==> src/verilog/tm1638_pkg.sv <==
package tm1638_pkg;

    // command bytes understood by the TM1638
    typedef enum logic [7:0] {
        CMD_WRITE = 8'h40,    // data write, address auto increment
        CMD_READ  = 8'h42,    // key scan read
        CMD_ADDR  = 8'hC0,    // set address 0
        CMD_DISP  = 8'h80     // display control, on bit and level ored in
    } cmd_e;

    // serial engine states
    // one byte is 8 low/high pairs of the bus clock
    typedef enum logic [1:0] {
        IDLE,
        SCLK_LOW,
        SCLK_HIGH
    } serial_state_e;

    // digit positions on the board
    localparam int NUM_DIGITS = 8;

    // bits per bus transfer
    localparam int BYTE_BITS = 8;

    // key bytes returned per scan
    localparam int KEY_BYTES = 4;

    // step that closes a frame
    // the sequencer wraps back to 0 after it
    localparam int LAST_STEP = 36;

endpackage

==> src/verilog/hex_seg_encoder.sv <==
`timescale 1ns/1ps

module hex_seg_encoder
(
    input  logic [31:0] hex_value,
    input  logic [7:0]  dp,
    output logic [7:0]  digit1,
    output logic [7:0]  digit2,
    output logic [7:0]  digit3,
    output logic [7:0]  digit4,
    output logic [7:0]  digit5,
    output logic [7:0]  digit6,
    output logic [7:0]  digit7,
    output logic [7:0]  digit8
);

    logic [7:0] seg [tm1638_pkg::NUM_DIGITS];

    // segments gfedcba for one hex digit
    function automatic logic [6:0] seg7(input logic [3:0] nib);
        case (nib)
            4'h0: seg7 = 7'h3F;
            4'h1: seg7 = 7'h06;
            4'h2: seg7 = 7'h5B;
            4'h3: seg7 = 7'h4F;
            4'h4: seg7 = 7'h66;
            4'h5: seg7 = 7'h6D;
            4'h6: seg7 = 7'h7D;
            4'h7: seg7 = 7'h07;
            4'h8: seg7 = 7'h7F;
            4'h9: seg7 = 7'h6F;
            4'hA: seg7 = 7'h77;
            4'hB: seg7 = 7'h7C;   // lower case b
            4'hC: seg7 = 7'h39;
            4'hD: seg7 = 7'h5E;   // lower case d
            4'hE: seg7 = 7'h79;
            default: seg7 = 7'h71;
        endcase
    endfunction

    // leftmost digit takes the top nibble and the top dp bit
    always_comb
    begin
        for (int i = 0; i < tm1638_pkg::NUM_DIGITS; i++)
        begin
            seg[i] = {dp[tm1638_pkg::NUM_DIGITS-1-i],
                      seg7(hex_value[4*(tm1638_pkg::NUM_DIGITS-1-i) +: 4])};
        end
    end

    assign digit1 = seg[0];
    assign digit2 = seg[1];
    assign digit3 = seg[2];
    assign digit4 = seg[3];
    assign digit5 = seg[4];
    assign digit6 = seg[5];
    assign digit7 = seg[6];
    assign digit8 = seg[7];

endmodule

==> config.mk <==
export PLATFORM = sky130hd
export DESIGN_NAME = hex_seg_encoder
export DESIGN_NICKNAME = d
export VERILOG_FILES = /design/src/verilog/tm1638_pkg.sv /design/src/verilog/hex_seg_encoder.sv
export SDC_FILE = /design/constraint.sdc
export NUM_CORES = 1
export LEC_CHECK = 0
export BUFFER_PORTS_ARGS = -buffer_cell sky130_fd_sc_hd__buf_2
export CORE_AREA = 4 4 75 77
export DETAILED_ROUTE_END_ITERATION = 16
export DIE_AREA = 0 0 79 81
export PLACE_DENSITY = 0.79
export SLEW_MARGIN = 40
export SYNTH_ARGS = -nofsm -noshare
export SYNTH_HDL_FRONTEND = slang
export SYNTH_SLANG_ARGS = --single-unit
==> constraint.sdc <==
create_clock -name vclk -period 1.3
set_clock_uncertainty 0.15 [all_clocks]
set_input_delay 0.13 -clock vclk [all_inputs]
set_output_delay 0.13 -clock vclk [all_outputs]
set_load 0.02 [all_outputs]
==> results.cfg <==
[worst_setup_path]
endpoint_kind = output pin
critPathMaxStageDelay_ns = 0.48
critPathRequiredTime_ns = 1.02
worstSetupStartpointType = input port
worst-path-buf-inv = 5
critical-path-top-delay-family = multiplexers
crit_path_cell_trace = buf_12 -> clkinv_8 -> ha_4 -> inv_4 -> mux4_2 -> inv_2 -> buf_6
critPathMaxFanout = 4
path_class = input port to output pin
cp.arrival_ns = 1.27
crit_path_top_delay_cell = mux4_2

[floorplanning]
start_util = 0.419
io_pins = 104
die_w_um = 79
fp.dieH_um = 81
coreArea_mm2 = 0.00501
rows = 26
die_area_mm2 = 0.00640

[pwr]
p_total_w = 0.00192
power_frac_comb = 1.000
clkPwrFrac = 0
ir_drop_uv = 340
p_int_w = 0.000944
swShare = 0.509
power_leakage_nw = 2.06
power.switching_w = 0.000979
power_density_mw_per_mm2 = 410
p_seq_frac = 0

[detailed_routing]
via_per_inst = 5.84
drtAntennaViolNets = 0
vias = 2937
drt_iter0_drc = 174
finalWirelength_um = 11500
wl_per_cell_um = 22.9
drc_errors = 0
dr.pass1.iters = 5

[timing]
hold_viol = 0
setup_tns_ns = -4.10
relSlewSlack = 0.771
finalCritPeriodShare = 1.19
whs_ns = 0.110
setup_viol = 40
period_minus_slack_ns = 1.55
tightest_slew_ns = 0.342
fmax_mhz = 645
setup_ws_ns = -0.250
rsz0062_at_grt = yes
drv_slew = 0

[cells_and_area]
seqCellArea_um2 = 0
final_util = 0.936
syn2layout_area_growth_pct = 123
clock_buffer_count = 0
seq_cells = 0
num_antenna_cells = 0
final_cell_area_mm2 = 0.00469
finalNetCount = 531
drive_gt1_frac = 0.769

[logic_synthesis]
synth_commonest_cells = ha_1, inv_1, a21oi_1, nor2_1, nor2b_1
netlist_top_cells_area = ha_1, mux4_2, inv_1
syn-num-nets = 375
ys_seq_area_frac = 0
syn_area_per_cell_um2 = 7.52
synth.most_common_cell = ha_1
synthDistinctLibCells = 28
syn-instance-count = 279
yosysTopAreaCell = ha_1
netlist_area_mm2 = 0.00210
yosysTopAreaCellShare = 0.334
ys_warn_count = 0

[outcome]
status = finished, violations left
violations = setup timing

[global_routing]
antenna_found_initial = 0
grt_max_degree = 14
grt_overflow = 0
grt_util_all_layers = 0.238
grt_first_pass_wirelength_um = 12600
first_global_vias = 2657

[hold_path]
worst_hold_path_type = input port to output pin

[place]
post_dp_cell_area_mm2 = 0.00305
port_buffers = 88
hpwl_um = 4810
gp_congestion = 0.827

[clocking]
ctsHoldBuffers = 0

[job]
maxCapViolations = 0
-- layout by cell type (no fill, tap or decap), drive strengths merged, types with 3 or more instances in the layout --
cell	instances
a22oi	14
o32a	3
ha	56
nand2b	3
clkbuf	3
nor2b	18
nand3	3
buf	174
a211oi	5
o21bai	7
o21ai	12
a21oi	26
nor3	8
nor2	21
mux4	8
nand2	9
mux2i	6
a22o	4
inv	42
mux2	5
-- path summary, 6_finish.rpt --
| check | start | to | slack [ns] | depth (start not counted) |
|---|---|---|---|---|
| setup / recovery | hex_value[25] | digit2[3] | -0.25 | 7 |
| hold / removal | dp[5] | digit3[7] | 0.11 | 0 |
-- power groups by stage --
stage               Clock, W  Combinational [W]  Sequential (W)
floorplan                  0           0.000700               0
global placement           0            0.00110               0
detailed placement         0            0.00113               0
CTS                        0            0.00147               0
global route               0            0.00200               0
finish                     0            0.00192               0
-- per-stage QoR --
step | worst slack [ns] | cells
after detailed placement | -0.310 | 487
after global routing | -0.259 | 503
final | -0.250 | 503
after floorplan | 0.00184 | 279
after global placement | -0.258 | 487
after CTS | -0.168 | 492
-- cell families (layout without fill, tap and decap cells) --
logic type,after synthesis,after routing,share of synthesized area
AOI/OAI and AO/OA,73,73,0.222
buffers and inverters,66,220,0.149
and+or+nand+nor,64,64,0.150
adders and majority gates,56,56,0.334
muxes,19,19,0.141
xor gates and xnor gates,1,1,0.00417
-- metal layers --
layer  wire, um  vias to the layer above  track usage
met5          0                        -            0
met4        602                        0       0.0412
met3        739                       50       0.0188
met2       6200                      175        0.485
met1       3950                     1440        0.269
li1           -                     1272            -
-- cell type report --
type / instances / area [um^2]
fillers: 158 / 320
multi-input cells: 213 / 2620
repair buffers: 177 / 1690
well taps: 70 / 87.6
inverters: 43 / 292
-- timing repair --
item / CTS / global route
buffers inserted: 9 / 13
pin swaps: 38 / 44
gates resized for setup: 233 / 159
endpoints found under the hold margin: 0 / 0
endpoints found under the setup margin: 51 / 52
(Power assumes the default switching activity.)
